--- src/hw/lc4_isa_pkg.sv ---
//////////////////////////////////////////////////
// lc4 instruction set definitions
// opcodes, instruction field views, decoded control
//////////////////////////////////////////////////
package lc4_isa_pkg;

    // supported opcode subset, anything else is a no-op
    typedef enum logic [3:0] {
        OP_BR    = 4'b0000,
        OP_ARITH = 4'b0001,
        OP_LDR   = 4'b0110,
        OP_STR   = 4'b0111,
        OP_CONST = 4'b1001
    } opcode_t;

    // arith sub-op, insn[5:3]
    localparam logic [2:0] SUB_ADD = 3'b000;
    localparam logic [2:0] SUB_SUB = 3'b010;

    typedef struct packed {
        logic n;
        logic z;
        logic p;
    } nzp_t;

    typedef struct packed {
        opcode_t    op;
        logic [2:0] rd;
        logic [2:0] rs;
        logic       imm_flag;
        logic [1:0] sub;
        logic [2:0] rt;
    } arith_r_t;

    typedef struct packed {
        opcode_t    op;
        logic [2:0] rd;
        logic [2:0] rs;
        logic       imm_flag;
        logic [4:0] imm5;
    } arith_i_t;

    // rd for loads, rt (store data) for stores
    typedef struct packed {
        opcode_t    op;
        logic [2:0] rd;
        logic [2:0] rs;
        logic [5:0] imm6;
    } mem_t;

    typedef struct packed {
        opcode_t    op;
        nzp_t       mask;
        logic [8:0] imm9;
    } br_t;

    typedef struct packed {
        opcode_t    op;
        logic [2:0] rd;
        logic [8:0] imm9;
    } const_t;

    typedef union packed {
        arith_r_t arith_r;
        arith_i_t arith_i;
        mem_t     mem;
        br_t      br;
        const_t   cnst;
    } insn_u;

    typedef struct packed {
        logic rs_re;
        logic rt_re;
        logic rd_we;
        logic nzp_we;
        logic is_load;
        logic is_store;
        logic is_branch;
    } ctrl_t;

endpackage

--- src/hw/lc4_pipe_pkg.sv ---
//////////////////////////////////////////////////
// lc4 pipeline payloads
// data-path width and the stage-to-stage structs
//////////////////////////////////////////////////
package lc4_pipe_pkg;

    localparam int NUM_REGS = 8;

    typedef logic [15:0] word_t;
    typedef logic [$clog2(NUM_REGS)-1:0] reg_idx_t;

    // decode to execute
    typedef struct packed {
        logic                valid;
        word_t               pc;
        lc4_isa_pkg::insn_u  insn;
        lc4_isa_pkg::ctrl_t  ctrl;
        reg_idx_t            rs;
        reg_idx_t            rt;
        reg_idx_t            rd;
        word_t               rs_val;
        word_t               rt_val;
    } dx_t;

    // execute to memory
    typedef struct packed {
        logic                valid;
        word_t               pc;
        lc4_isa_pkg::insn_u  insn;
        lc4_isa_pkg::ctrl_t  ctrl;
        reg_idx_t            rd;
        reg_idx_t            rt;
        word_t               alu_out;
        word_t               store_val;
    } xm_t;

    // writeback, feeds regfile, WX bypass and trace
    typedef struct packed {
        logic     valid;
        logic     we;
        reg_idx_t rd;
        word_t    data;
        word_t    pc;
    } wb_t;

endpackage

--- src/hw/lc4_fetch.sv ---
//////////////////////////////////////////////////
// lc4 fetch stage
// pc register and next-pc selection
//////////////////////////////////////////////////
`timescale 1ns/1ps

module lc4_fetch #(
    parameter lc4_pipe_pkg::word_t RESET_PC = 16'h8200
) (
    input  logic                gwe,
    input  logic                i_reset,
    input  logic                i_stall,
    input  logic                i_redirect,
    input  lc4_pipe_pkg::word_t i_target,
    output lc4_pipe_pkg::word_t o_pc
);

    lc4_pipe_pkg::word_t pc_q;
    lc4_pipe_pkg::word_t next_pc;

    // redirect beats stall
    always_comb begin
        if (i_redirect) begin
            next_pc = i_target;
        end else if (i_stall) begin
            next_pc = pc_q;
        end else begin
            next_pc = pc_q + 16'd1;
        end
    end

    always_ff @(posedge gwe) begin
        if (i_reset) begin
            pc_q <= RESET_PC;
        end else begin
            pc_q <= next_pc;
        end
    end

    assign o_pc = pc_q;

    // a redirect leaves a bubble in X, so fetch steps on by one from the target
    assert property (@(posedge gwe) disable iff (i_reset)
        $past(i_redirect, 2) |-> pc_q == $past(i_target, 2) + 16'd1);

endmodule

--- src/hw/lc4_decode.sv ---
//////////////////////////////////////////////////
// lc4 decode stage
// D register, decode and load-use stall detection
//////////////////////////////////////////////////
`timescale 1ns/1ps

module lc4_decode (
    input  logic                   gwe,
    input  logic                   i_reset,
    input  lc4_pipe_pkg::word_t    i_pc,
    input  lc4_pipe_pkg::word_t    i_insn,
    input  logic                   i_flush,
    input  logic                   i_ex_is_load,
    input  lc4_pipe_pkg::reg_idx_t i_ex_rd,
    output logic                   o_stall,
    output lc4_pipe_pkg::reg_idx_t o_rs_idx,
    output lc4_pipe_pkg::reg_idx_t o_rt_idx,
    input  lc4_pipe_pkg::word_t    i_rs_val,
    input  lc4_pipe_pkg::word_t    i_rt_val,
    output lc4_pipe_pkg::dx_t      o_dx
);

    logic                d_valid;
    lc4_pipe_pkg::word_t d_pc;
    lc4_isa_pkg::insn_u  d_insn;
    lc4_isa_pkg::ctrl_t  ctrl;
    logic                rs_hit;
    logic                rt_hit;

    // flush wins over stall
    always_ff @(posedge gwe) begin
        if (i_reset || i_flush) begin
            d_valid <= 1'b0;
        end else if (!o_stall) begin
            d_valid <= 1'b1;
            d_pc    <= i_pc;
            d_insn  <= i_insn;
        end
    end

    always_comb begin
        ctrl     = '0;
        o_rs_idx = d_insn.mem.rs;
        o_rt_idx = d_insn.arith_r.rt;
        if (d_valid) begin
            case (d_insn.br.op)
                lc4_isa_pkg::OP_BR: begin
                    ctrl.is_branch = 1'b1;
                end
                lc4_isa_pkg::OP_ARITH: begin
                    if (d_insn.arith_i.imm_flag) begin
                        ctrl.rs_re  = 1'b1;
                        ctrl.rd_we  = 1'b1;
                        ctrl.nzp_we = 1'b1;
                    end else if ({1'b0, d_insn.arith_r.sub} == lc4_isa_pkg::SUB_ADD ||
                                 {1'b0, d_insn.arith_r.sub} == lc4_isa_pkg::SUB_SUB) begin
                        ctrl.rs_re  = 1'b1;
                        ctrl.rt_re  = 1'b1;
                        ctrl.rd_we  = 1'b1;
                        ctrl.nzp_we = 1'b1;
                    end
                end
                lc4_isa_pkg::OP_LDR: begin
                    ctrl.rs_re   = 1'b1;
                    ctrl.rd_we   = 1'b1;
                    ctrl.nzp_we  = 1'b1;
                    ctrl.is_load = 1'b1;
                end
                lc4_isa_pkg::OP_STR: begin
                    ctrl.rs_re    = 1'b1;
                    ctrl.rt_re    = 1'b1;
                    ctrl.is_store = 1'b1;
                    o_rt_idx      = d_insn.mem.rd;
                end
                lc4_isa_pkg::OP_CONST: begin
                    ctrl.rd_we  = 1'b1;
                    ctrl.nzp_we = 1'b1;
                end
                default: begin
                end
            endcase
        end
    end

    assign rs_hit = ctrl.rs_re && (o_rs_idx == i_ex_rd);
    // store data from a load gets the W to M bypass instead
    assign rt_hit = ctrl.rt_re && !ctrl.is_store && (o_rt_idx == i_ex_rd);
    // a branch waits for the load's nzp
    assign o_stall = i_ex_is_load && (rs_hit || rt_hit || ctrl.is_branch);

    always_comb begin
        o_dx.valid  = d_valid && !o_stall && !i_flush;
        o_dx.pc     = d_pc;
        o_dx.insn   = d_insn;
        o_dx.ctrl   = o_dx.valid ? ctrl : '0;
        o_dx.rs     = o_rs_idx;
        o_dx.rt     = o_rt_idx;
        o_dx.rd     = d_insn.mem.rd;
        o_dx.rs_val = i_rs_val;
        o_dx.rt_val = i_rt_val;
    end

    // a stall holds a live D slot for exactly one cycle
    assert property (@(posedge gwe) disable iff (i_reset)
        o_stall |-> d_valid ##1 (d_valid && $stable(d_pc) && !o_stall));

endmodule

--- src/hw/lc4_regfile.sv ---
//////////////////////////////////////////////////
// lc4 register file
// eight registers, write-through on read
//////////////////////////////////////////////////
`timescale 1ns/1ps

module lc4_regfile (
    input  logic                   gwe,
    input  logic                   i_reset,
    input  lc4_pipe_pkg::reg_idx_t i_rs_idx,
    input  lc4_pipe_pkg::reg_idx_t i_rt_idx,
    output lc4_pipe_pkg::word_t    o_rs_val,
    output lc4_pipe_pkg::word_t    o_rt_val,
    input  lc4_pipe_pkg::wb_t      i_wb
);

    lc4_pipe_pkg::word_t regs [lc4_pipe_pkg::NUM_REGS];

    always_ff @(posedge gwe) begin
        if (i_reset) begin
            for (int i = 0; i < lc4_pipe_pkg::NUM_REGS; i++) begin
                regs[i] <= '0;
            end
        end else if (i_wb.we) begin
            regs[i_wb.rd] <= i_wb.data;
        end
    end

    // same-cycle write is visible to D
    assign o_rs_val = (i_wb.we && i_wb.rd == i_rs_idx) ? i_wb.data : regs[i_rs_idx];
    assign o_rt_val = (i_wb.we && i_wb.rd == i_rt_idx) ? i_wb.data : regs[i_rt_idx];

endmodule

--- src/hw/lc4_execute.sv ---
//////////////////////////////////////////////////
// lc4 execute stage
// X register, bypass, ALU, nzp and branch resolution
//////////////////////////////////////////////////
`timescale 1ns/1ps

module lc4_execute (
    input  logic                   gwe,
    input  logic                   i_reset,
    input  lc4_pipe_pkg::dx_t      i_dx,
    input  lc4_pipe_pkg::xm_t      i_mem,
    input  lc4_pipe_pkg::wb_t      i_wb,
    input  logic                   i_load_nzp_we,
    input  lc4_pipe_pkg::word_t    i_load_data,
    output lc4_pipe_pkg::xm_t      o_xm,
    output logic                   o_redirect,
    output lc4_pipe_pkg::word_t    o_target,
    output logic                   o_ex_is_load,
    output lc4_pipe_pkg::reg_idx_t o_ex_rd
);

    lc4_pipe_pkg::dx_t   x_q;
    lc4_isa_pkg::nzp_t   nzp_q;
    lc4_pipe_pkg::word_t rs_op;
    lc4_pipe_pkg::word_t rt_op;
    lc4_pipe_pkg::word_t alu_out;

    function automatic lc4_isa_pkg::nzp_t nzp_of(input lc4_pipe_pkg::word_t v);
        lc4_isa_pkg::nzp_t f;
        f.n = v[15];
        f.z = (v == 16'h0000);
        f.p = !v[15] && (v != 16'h0000);
        return f;
    endfunction

    // M first unless it is a load, then W, then the regfile value
    function automatic lc4_pipe_pkg::word_t bypass(input lc4_pipe_pkg::reg_idx_t idx,
                                                   input lc4_pipe_pkg::word_t rf_val,
                                                   input lc4_pipe_pkg::xm_t m,
                                                   input lc4_pipe_pkg::wb_t w);
        if (m.ctrl.rd_we && !m.ctrl.is_load && m.rd == idx) begin
            return m.alu_out;
        end
        if (w.we && w.rd == idx) begin
            return w.data;
        end
        return rf_val;
    endfunction

    always_ff @(posedge gwe) begin
        if (i_reset) begin
            x_q.valid <= 1'b0;
            x_q.ctrl  <= '0;
        end else begin
            x_q <= i_dx;
        end
    end

    assign rs_op = bypass(x_q.rs, x_q.rs_val, i_mem, i_wb);
    assign rt_op = bypass(x_q.rt, x_q.rt_val, i_mem, i_wb);

    always_comb begin
        case (x_q.insn.br.op)
            lc4_isa_pkg::OP_ARITH: begin
                if (x_q.insn.arith_i.imm_flag) begin
                    alu_out = rs_op + {{11{x_q.insn.arith_i.imm5[4]}}, x_q.insn.arith_i.imm5};
                end else if ({1'b0, x_q.insn.arith_r.sub} == lc4_isa_pkg::SUB_SUB) begin
                    alu_out = rs_op - rt_op;
                end else begin
                    alu_out = rs_op + rt_op;
                end
            end
            lc4_isa_pkg::OP_LDR, lc4_isa_pkg::OP_STR: begin
                alu_out = rs_op + {{10{x_q.insn.mem.imm6[5]}}, x_q.insn.mem.imm6};
            end
            lc4_isa_pkg::OP_CONST: begin
                alu_out = {{7{x_q.insn.cnst.imm9[8]}}, x_q.insn.cnst.imm9};
            end
            lc4_isa_pkg::OP_BR: begin
                alu_out = x_q.pc + 16'd1 + {{7{x_q.insn.br.imm9[8]}}, x_q.insn.br.imm9};
            end
            default: begin
                alu_out = '0;
            end
        endcase
    end

    // X writer is younger than the load in M, so it wins
    always_ff @(posedge gwe) begin
        if (i_reset) begin
            nzp_q <= '0;
        end else if (x_q.ctrl.nzp_we && !x_q.ctrl.is_load) begin
            nzp_q <= nzp_of(alu_out);
        end else if (i_load_nzp_we) begin
            nzp_q <= nzp_of(i_load_data);
        end
    end

    assign o_redirect   = x_q.ctrl.is_branch && ((nzp_q & x_q.insn.br.mask) != 3'b000);
    assign o_target     = alu_out;
    assign o_ex_is_load = x_q.ctrl.is_load;
    assign o_ex_rd      = x_q.rd;

    always_comb begin
        o_xm.valid     = x_q.valid;
        o_xm.pc        = x_q.pc;
        o_xm.insn      = x_q.insn;
        o_xm.ctrl      = x_q.ctrl;
        o_xm.rd        = x_q.rd;
        o_xm.rt        = x_q.rt;
        o_xm.alu_out   = alu_out;
        o_xm.store_val = rt_op;
    end

    // a taken branch is live and leaves a bubble behind it in X
    assert property (@(posedge gwe) disable iff (i_reset)
        o_redirect |-> x_q.valid ##1 !x_q.valid);

endmodule

--- src/hw/lc4_mem_wb.sv ---
//////////////////////////////////////////////////
// lc4 memory and writeback stages
// dmem port, store-data bypass, writeback select
//////////////////////////////////////////////////
`timescale 1ns/1ps

module lc4_mem_wb (
    input  logic                gwe,
    input  logic                i_reset,
    input  lc4_pipe_pkg::xm_t   i_xm,
    output lc4_pipe_pkg::xm_t   o_mem,
    input  lc4_pipe_pkg::word_t i_dmem_data,
    output lc4_pipe_pkg::word_t o_dmem_addr,
    output logic                o_dmem_we,
    output lc4_pipe_pkg::word_t o_dmem_towrite,
    output logic                o_load_nzp_we,
    output lc4_pipe_pkg::word_t o_load_data,
    output lc4_pipe_pkg::wb_t   o_wb
);

    lc4_pipe_pkg::xm_t m_q;
    lc4_pipe_pkg::wb_t w_q;
    logic              mem_op;
    logic              wm_hit;

    always_ff @(posedge gwe) begin
        if (i_reset) begin
            m_q.valid <= 1'b0;
            m_q.ctrl  <= '0;
        end else begin
            m_q <= i_xm;
        end
    end

    assign mem_op = m_q.ctrl.is_load || m_q.ctrl.is_store;
    // store data produced by the instruction now in W
    assign wm_hit = w_q.we && (w_q.rd == m_q.rt);

    assign o_dmem_addr    = mem_op ? m_q.alu_out : '0;
    assign o_dmem_we      = m_q.ctrl.is_store;
    assign o_dmem_towrite = !m_q.ctrl.is_store ? '0 :
                            wm_hit ? w_q.data : m_q.store_val;

    always_ff @(posedge gwe) begin
        if (i_reset) begin
            w_q.valid <= 1'b0;
            w_q.we    <= 1'b0;
        end else begin
            w_q.valid <= m_q.valid;
            w_q.we    <= m_q.ctrl.rd_we;
            w_q.rd    <= m_q.rd;
            w_q.data  <= m_q.ctrl.is_load ? i_dmem_data : m_q.alu_out;
            w_q.pc    <= m_q.pc;
        end
    end

    assign o_mem         = m_q;
    assign o_wb          = w_q;
    assign o_load_nzp_we = m_q.ctrl.is_load;
    assign o_load_data   = i_dmem_data;

endmodule

--- src/hw/lc4_core.sv ---
//////////////////////////////////////////////////
// lc4 five-stage pipelined core
//////////////////////////////////////////////////
`timescale 1ns/1ps

module lc4_core #(
    parameter lc4_pipe_pkg::word_t RESET_PC = 16'h8200
) (
    input  logic                   gwe,
    input  logic                   i_reset,
    output lc4_pipe_pkg::word_t    o_cur_pc,
    input  lc4_pipe_pkg::word_t    i_cur_insn,
    output lc4_pipe_pkg::word_t    o_dmem_addr,
    output logic                   o_dmem_we,
    output lc4_pipe_pkg::word_t    o_dmem_towrite,
    input  lc4_pipe_pkg::word_t    i_dmem_data,
    output logic                   o_wb_valid,
    output logic                   o_wb_we,
    output lc4_pipe_pkg::reg_idx_t o_wb_reg,
    output lc4_pipe_pkg::word_t    o_wb_data,
    output lc4_pipe_pkg::word_t    o_wb_pc
);

    logic                   stall;
    logic                   redirect;
    lc4_pipe_pkg::word_t    target;
    lc4_pipe_pkg::reg_idx_t rs_idx;
    lc4_pipe_pkg::reg_idx_t rt_idx;
    lc4_pipe_pkg::word_t    rs_val;
    lc4_pipe_pkg::word_t    rt_val;
    lc4_pipe_pkg::dx_t      dx;
    lc4_pipe_pkg::xm_t      xm;
    lc4_pipe_pkg::xm_t      mem;
    lc4_pipe_pkg::wb_t      wb;
    logic                   ex_is_load;
    lc4_pipe_pkg::reg_idx_t ex_rd;
    logic                   load_nzp_we;
    lc4_pipe_pkg::word_t    load_data;

    lc4_fetch #(
        .RESET_PC(RESET_PC)
    ) fetch_i (
        .gwe        (gwe),
        .i_reset    (i_reset),
        .i_stall    (stall),
        .i_redirect (redirect),
        .i_target   (target),
        .o_pc       (o_cur_pc)
    );

    lc4_decode decode_i (
        .gwe          (gwe),
        .i_reset      (i_reset),
        .i_pc         (o_cur_pc),
        .i_insn       (i_cur_insn),
        .i_flush      (redirect),
        .i_ex_is_load (ex_is_load),
        .i_ex_rd      (ex_rd),
        .o_stall      (stall),
        .o_rs_idx     (rs_idx),
        .o_rt_idx     (rt_idx),
        .i_rs_val     (rs_val),
        .i_rt_val     (rt_val),
        .o_dx         (dx)
    );

    lc4_regfile regfile_i (
        .gwe      (gwe),
        .i_reset  (i_reset),
        .i_rs_idx (rs_idx),
        .i_rt_idx (rt_idx),
        .o_rs_val (rs_val),
        .o_rt_val (rt_val),
        .i_wb     (wb)
    );

    lc4_execute execute_i (
        .gwe           (gwe),
        .i_reset       (i_reset),
        .i_dx          (dx),
        .i_mem         (mem),
        .i_wb          (wb),
        .i_load_nzp_we (load_nzp_we),
        .i_load_data   (load_data),
        .o_xm          (xm),
        .o_redirect    (redirect),
        .o_target      (target),
        .o_ex_is_load  (ex_is_load),
        .o_ex_rd       (ex_rd)
    );

    lc4_mem_wb mem_wb_i (
        .gwe            (gwe),
        .i_reset        (i_reset),
        .i_xm           (xm),
        .o_mem          (mem),
        .i_dmem_data    (i_dmem_data),
        .o_dmem_addr    (o_dmem_addr),
        .o_dmem_we      (o_dmem_we),
        .o_dmem_towrite (o_dmem_towrite),
        .o_load_nzp_we  (load_nzp_we),
        .o_load_data    (load_data),
        .o_wb           (wb)
    );

    // writeback trace
    assign o_wb_valid = wb.valid;
    assign o_wb_we    = wb.we;
    assign o_wb_reg   = wb.rd;
    assign o_wb_data  = wb.data;
    assign o_wb_pc    = wb.pc;

endmodule

--- config.mk ---
export PLATFORM = sky130hd
export DESIGN_NAME = lc4_core
export DESIGN_NICKNAME = d
export VERILOG_FILES = /design/src/hw/lc4_isa_pkg.sv /design/src/hw/lc4_pipe_pkg.sv /design/src/hw/lc4_fetch.sv /design/src/hw/lc4_decode.sv /design/src/hw/lc4_regfile.sv /design/src/hw/lc4_execute.sv /design/src/hw/lc4_mem_wb.sv /design/src/hw/lc4_core.sv
export SDC_FILE = /design/constraint.sdc
export NUM_CORES = 1
export LEC_CHECK = 0
export ABC_AREA = 0
export BUFFER_PORTS_ARGS = -buffer_cell sky130_fd_sc_hd__buf_2
export CORE_MARGIN = 4
export CORE_UTILIZATION = 45
export CTS_CLUSTER_DIAMETER = 150
export DETAILED_ROUTE_END_ITERATION = 16
export GPL_ROUTABILITY_DRIVEN = 0
export PLACE_DENSITY_LB_ADDON = 0.12
export SLEW_MARGIN = 20
export SYNTH_ARGS = -nofsm -noshare
export SYNTH_HDL_FRONTEND = slang
export SYNTH_SLANG_ARGS = --single-unit
--- constraint.sdc ---
create_clock -name gwe -period 11.55 [get_ports gwe]
set_clock_uncertainty 0.1 [all_clocks]
set_input_delay 1.155 -clock gwe [delete_from_list [all_inputs] [get_ports gwe]]
set_output_delay 1.155 -clock gwe [all_outputs]
set_load 0.02 [all_outputs]
Yosys cells after proc, flatten, opt, wreduce, memory -nomap -nowiden

Memory sizes are Yosys's and may differ from the RTL's. A register that Yosys moved wholly into a read port is not among the register bits.
Cells that the tools add are included.

Equal/unequal tests: 18
Multiplexer cells: 46
Reduce and logical (&&, ||, !) cells: 46
Bitwise logic cells: 5
Add/subtract/negate cells: 7

Operator list:

| cell                  | number |
|---|---|
| $mux 16               | 17 |
| $add 16x16->16        | 4 |
| $pmux 16 s4           | 1 |
| $add 16x1->16 const B | 2 |
| $logic_not 16->1      | 2 |
| $reduce_bool 16->1    | 2 |
| $eq 3x3->1            | 7 |
| $mux 1                | 17 |
| $eq 4x3->1 const B    | 4 |
| $logic_and 1x1->1     | 16 |
| $reduce_or 16->1      | 1 |
| $sub 16x16->16        | 1 |
| $mux 3                | 5 |
| $logic_not 1->1       | 9 |
| $eq 4x1->1 const B    | 2 |
| $eq 4x4->1 const B    | 2 |
| $logic_not 4->1       | 2 |
| $reduce_or 2->1       | 4 |
| $mux 7                | 1 |
| $logic_or 1x1->1      | 5 |
| $eq 2x2->1 const B    | 2 |
| $mux 4                | 1 |
| $not 1->1             | 4 |
| $pmux 1 s2            | 2 |
| 9 further kinds       | 9 |

Word-level logic and storage cells: 155
Flip-flop bits (word level): 194
Bits of input ports: 34
Memories kept: 1
Output and inout port bits: 86
Memory bits (writable): 128

Memory list:

| name           | depth | width | read ports | clocked after memory_dff | write ports | RTL line          | source |
|---|---|---|---|---|---|---|---|
| regfile_i.regs | 8     | 16    | 2          | 2                        | 8           | lc4_regfile.sv:17 | `lc4_pipe_pkg::word_t regs [lc4_pipe_pkg::NUM_REGS];` |

Longest topological paths before layout

Depth after elaboration: 17
Gate-level depth with buffers: 28
Gate-level depth less buffers: 24

Modules after synthesis

A second synthesis with hierarchy kept.

Cells, all modules: 1,628
Area total of the unflattened synthesis: 20,903.8 sq um

Modules (own cells, without submodules):

| module      | cells each | instances | area each (sq um) | sequential area each (sq um) |
|---|---|---|---|---|
| lc4_regfile | 445        | 1         | 7,453.4           | 3,843.7 |
| lc4_execute | 699        | 1         | 6,567.5           | 2,412.3 |
| lc4_mem_wb  | 239        | 1         | 4,220.3           | 3,353.2 |
| lc4_decode  | 137        | 1         | 1,695.4           | 980.9 |
| lc4_fetch   | 108        | 1         | 967.2             | 320.3 |

Least setup slack after synthesis

Ideal clock, no wire load.

Kind: input-to-reg
From: in i_reset
To: mem regfile_i.regs[6][0] (netlist name), enable pin
Required time: 11.039 ns
Stages: 3
Path buffers: 1
Data arrival time: 6.808 ns
Library setup time: 0.411 ns
Path slack: 4.231 ns
Cells stage by stage: clkbuf_1 -> clkinv_1 -> o21ai_0

RTL lines:

| what            | RTL line          | source |
|---|---|---|
| start, declared | lc4_core.sv:10    | `input logic i_reset,` |
| end, declared   | lc4_regfile.sv:17 |  |

==> results.json <==
{
  "drv_slew": 0,
  "p_total_uw": 3110,
  "clockBufferDepth": 3,
  "ys_ff_latch": 347,
  "die_width_um": 212,
  "drtIter0Drc": 1412,
  "synth_area_leaders": "edfxtp_1 (50%), and2_1 (4.6%), nand2_1 (4.5%)",
  "start_util_pct": 45.7,
  "cts-hold-fix-buffers": 0,
  "use_met3_pct": 3.87,
  "wl_um": 56400,
  "ios": 120,
  "die_h_um": 212,
  "track_usage_pct": 24.8,
  "use_met1_pct": 34.7,
  "synthArstFlopShare_pct": 0,
  "grt_pass1_wl_um": 84000,
  "final_nets": 1833,
  "largest_register_ffs": 128,
  "stdcell_area_um2": 21200,
  "grt_setup_unrepaired": "no",
  "setup_viol": 0,
  "core_area_um2": 41100,
  "clockRootBuffer": "clkbuf_16",
  "final.setup.tns_ns": 0,
  "nFillCells": 3587,
  "grt_antenna_before_repair": 0,
  "drive_above_1_share_pct": 16.4,
  "maxCapViolations": 0,
  "min_period_over_period_pct": 58.4,
  "top_usage_layer": "met2",
  "drt_pre_antenna_iters": 5,
  "start_kind": "flop",
  "ant_nets": 0,
  "cp_data_required_time_ns": 11.90,
  "clock-sinks": 347,
  "netlist.area_leader.share_pct": 50.5,
  "leakage_uw": 0.00819,
  "grt_use_met2_pct": 40.5,
  "placed_cell_area_um2": 20000,
  "synth_ff_type": "edfxtp_1",
  "cts_tree": "yes",
  "via_count": 13700,
  "final_hold_viol_count": 0,
  "status": "finished clean",
  "ys_seq_area_share_pct": 53.8,
  "insertion_delay_ns": 0.56,
  "synthCells": 1673,
  "period_needed_ns": 6.75,
  "yosys_warnings": 0,
  "rows": 74,
  "ys_types": 87,
  "antenna_cells": 0,
  "clk_pin_slew_ns": 0.06,
  "grt_start_max_net_pins": 67,
  "path_max_fanout": 12,
  "relSlewSlack_pct": 22.1,
  "io_buffers": 119,
  "max_freq_mhz": 148,
  "worst_setup_path_end_kind": "flop",
  "area_delta_synth_final_pct": 12.7,
  "worstSetupPathType": "flop to flop",
  "routed_via_density": 5.88,
  "tritoncts.num_buffers": 39,
  "multi_input_area_um2": 8230,
  "min_path_type": "flop to flop",
  "peakVddDrop_mv": 0.106,
  "yosys.area.top_type": "edfxtp_1",
  "cts_setup_buffers": 0,
  "cellPowerDensity_nw_per_um2": 147,
  "dp_hpwl_um": 39000,
  "grt_pass1_vias": 13400,
  "syn-num-nets": 1743,
  "syn_area_um2": 18800,
  "avgRoutedWirePerCell_um": 24.3,
  "avgSynthCellArea_um2": 11.2,
  "synth-edff-count": 316,
  "seqCellArea_um2": 10100,
  "htree_levels": 2,
  "grt-ovfl-total": 0,
  "die_area_um2": 45100,
  "cts-resized-gates": 0,
  "worst_ep_arrival_time_ns": 7.10,
  "tightest_slew_ns": 1.16,
  "drc": 0
}
## area by class of cell
cell class | count | area share, %
sequential | 347 | 47.7
multi-input combinational | 1191 | 38.9
clock buffer | 55 | 5.08
timing repair buffer | 151 | 3.94
tap | 532 | 3.14
clock inverter | 15 | 0.661
inverter | 33 | 0.608
## layout by cell type, fill, tap and decap left out, types with 7 or more instances in the layout
master,instances
edfxtp_1,316
nor3_1,20
a21o_1,11
dfxtp_1,31
nand2_1,226
buf_2,119
buf_4,32
a311oi_1,17
and3_1,35
o41ai_1,8
xor2_1,38
nor4_1,8
mux2i_1,63
clkbuf_1,13
inv_1,30
a21oi_1,49
a31oi_1,24
o21ai_0,71
a221o_1,7
mux4_2,32
and2_1,136
or3_1,9
mux2_2,21
nor2b_1,46
nor2_1,77
clkbuf_16,40
ha_1,34
nand4_1,11
o21ai_1,12
nand3_1,46
a211oi_1,12
nand2b_1,14
xnor2_1,51
## Yosys cell counts (17+ instances only)
cell / number
mux2_2: 21
mux2i_1: 66
o21ai_0: 78
xor2_1: 38
nand3_1: 46
inv_1: 31
mux4_2: 32
dfxtp_1: 31
clkbuf_1: 85
nor2b_1: 47
nand2_1: 226
nor3_1: 21
a21oi_1: 49
a31oi_1: 24
nor2_1: 81
and3_1: 35
a311oi_1: 17
and2_1: 137
edfxtp_1: 316
xnor2_1: 51
ha_1: 34
## critical path: stages, from the launching register on
cell and delay (ns):
edfxtp_1 0.61, xor2_2 0.31, nor4_2 0.28, buf_4 0.26, mux2i_1 0.10, o21ai_0 0.33
inv_1 0.08, ha_1 0.28, o41ai_1 0.41, a32oi_1 0.17, o32ai_1 0.40, o41a_1 0.26
nand4_1 0.13, or2_0 0.31, xor2_1 0.19, o21ai_0 0.10, ha_1 0.43, and3_1 0.19
a21oi_1 0.17, nand3_1 0.13, a21o_1 0.19, a31o_2 0.23, or4_1 0.54, o211a_1 0.23
a31o_1 0.20
## routing by layer
layer	part of all wire, %	wire length, µm
met5	0	0
met3	6.9	3910
met1	43	24000
met2	48	27000
met4	2.5	1420
## worst paths after layout
path,from,to,slack [ns],cells past startpoint
hold / removal,mem_wb_i.o_mem[76]$_DFFE_PN_,mem_wb_i.o_wb[15]$_DFFE_PN_,0.31,0
setup reg to reg,mem_wb_i.o_wb[32]$_DFFE_PN_,execute_i.nzp_q[0]$_SDFFE_PP0P_,4.80,24
hold reg to reg,mem_wb_i.o_mem[76]$_DFFE_PN_,mem_wb_i.o_wb[15]$_DFFE_PN_,0.31,0
setup / recovery,mem_wb_i.o_wb[32]$_DFFE_PN_,execute_i.nzp_q[0]$_SDFFE_PP0P_,4.80,24
## power breakdown
group          leakage [µW]  switching (µW)  internal (µW)
logic               0.00416             244            152
registers           0.00343            76.8           1440
clock network      0.000591             498            697
## cells by family (layout without fill, tap and decap cells)
family / count (synthesis) / after routing / share of synthesized area (%)
AO/OA/AOI/OAI: 278 / 278 / 9.96
multiplexers: 119 / 119 / 8.61
adder cells (fa/ha/maj): 36 / 36 / 2.48
XOR/XNOR: 91 / 91 / 4.32
buffers and inverters: 135 / 254 / 2.82
AND/OR/NAND/NOR: 667 / 667 / 18.0
flip-flops: 347 / 347 / 53.8
## stage by stage
stage	hold WS (ns)	utilization, %	std cells	setup WS [ns]
final	0.308	51.5	2324	4.80
after detailed placement	0.305	48.6	2254	4.89
after CTS	0.306	51.5	2324	4.83
after global placement	0.301	48.6	2254	5.05
after floorplan	0.300	-	1673	4.23
after global routing	0.313	51.5	2324	4.27
Note: power is estimated with default switching activity, not from simulation.
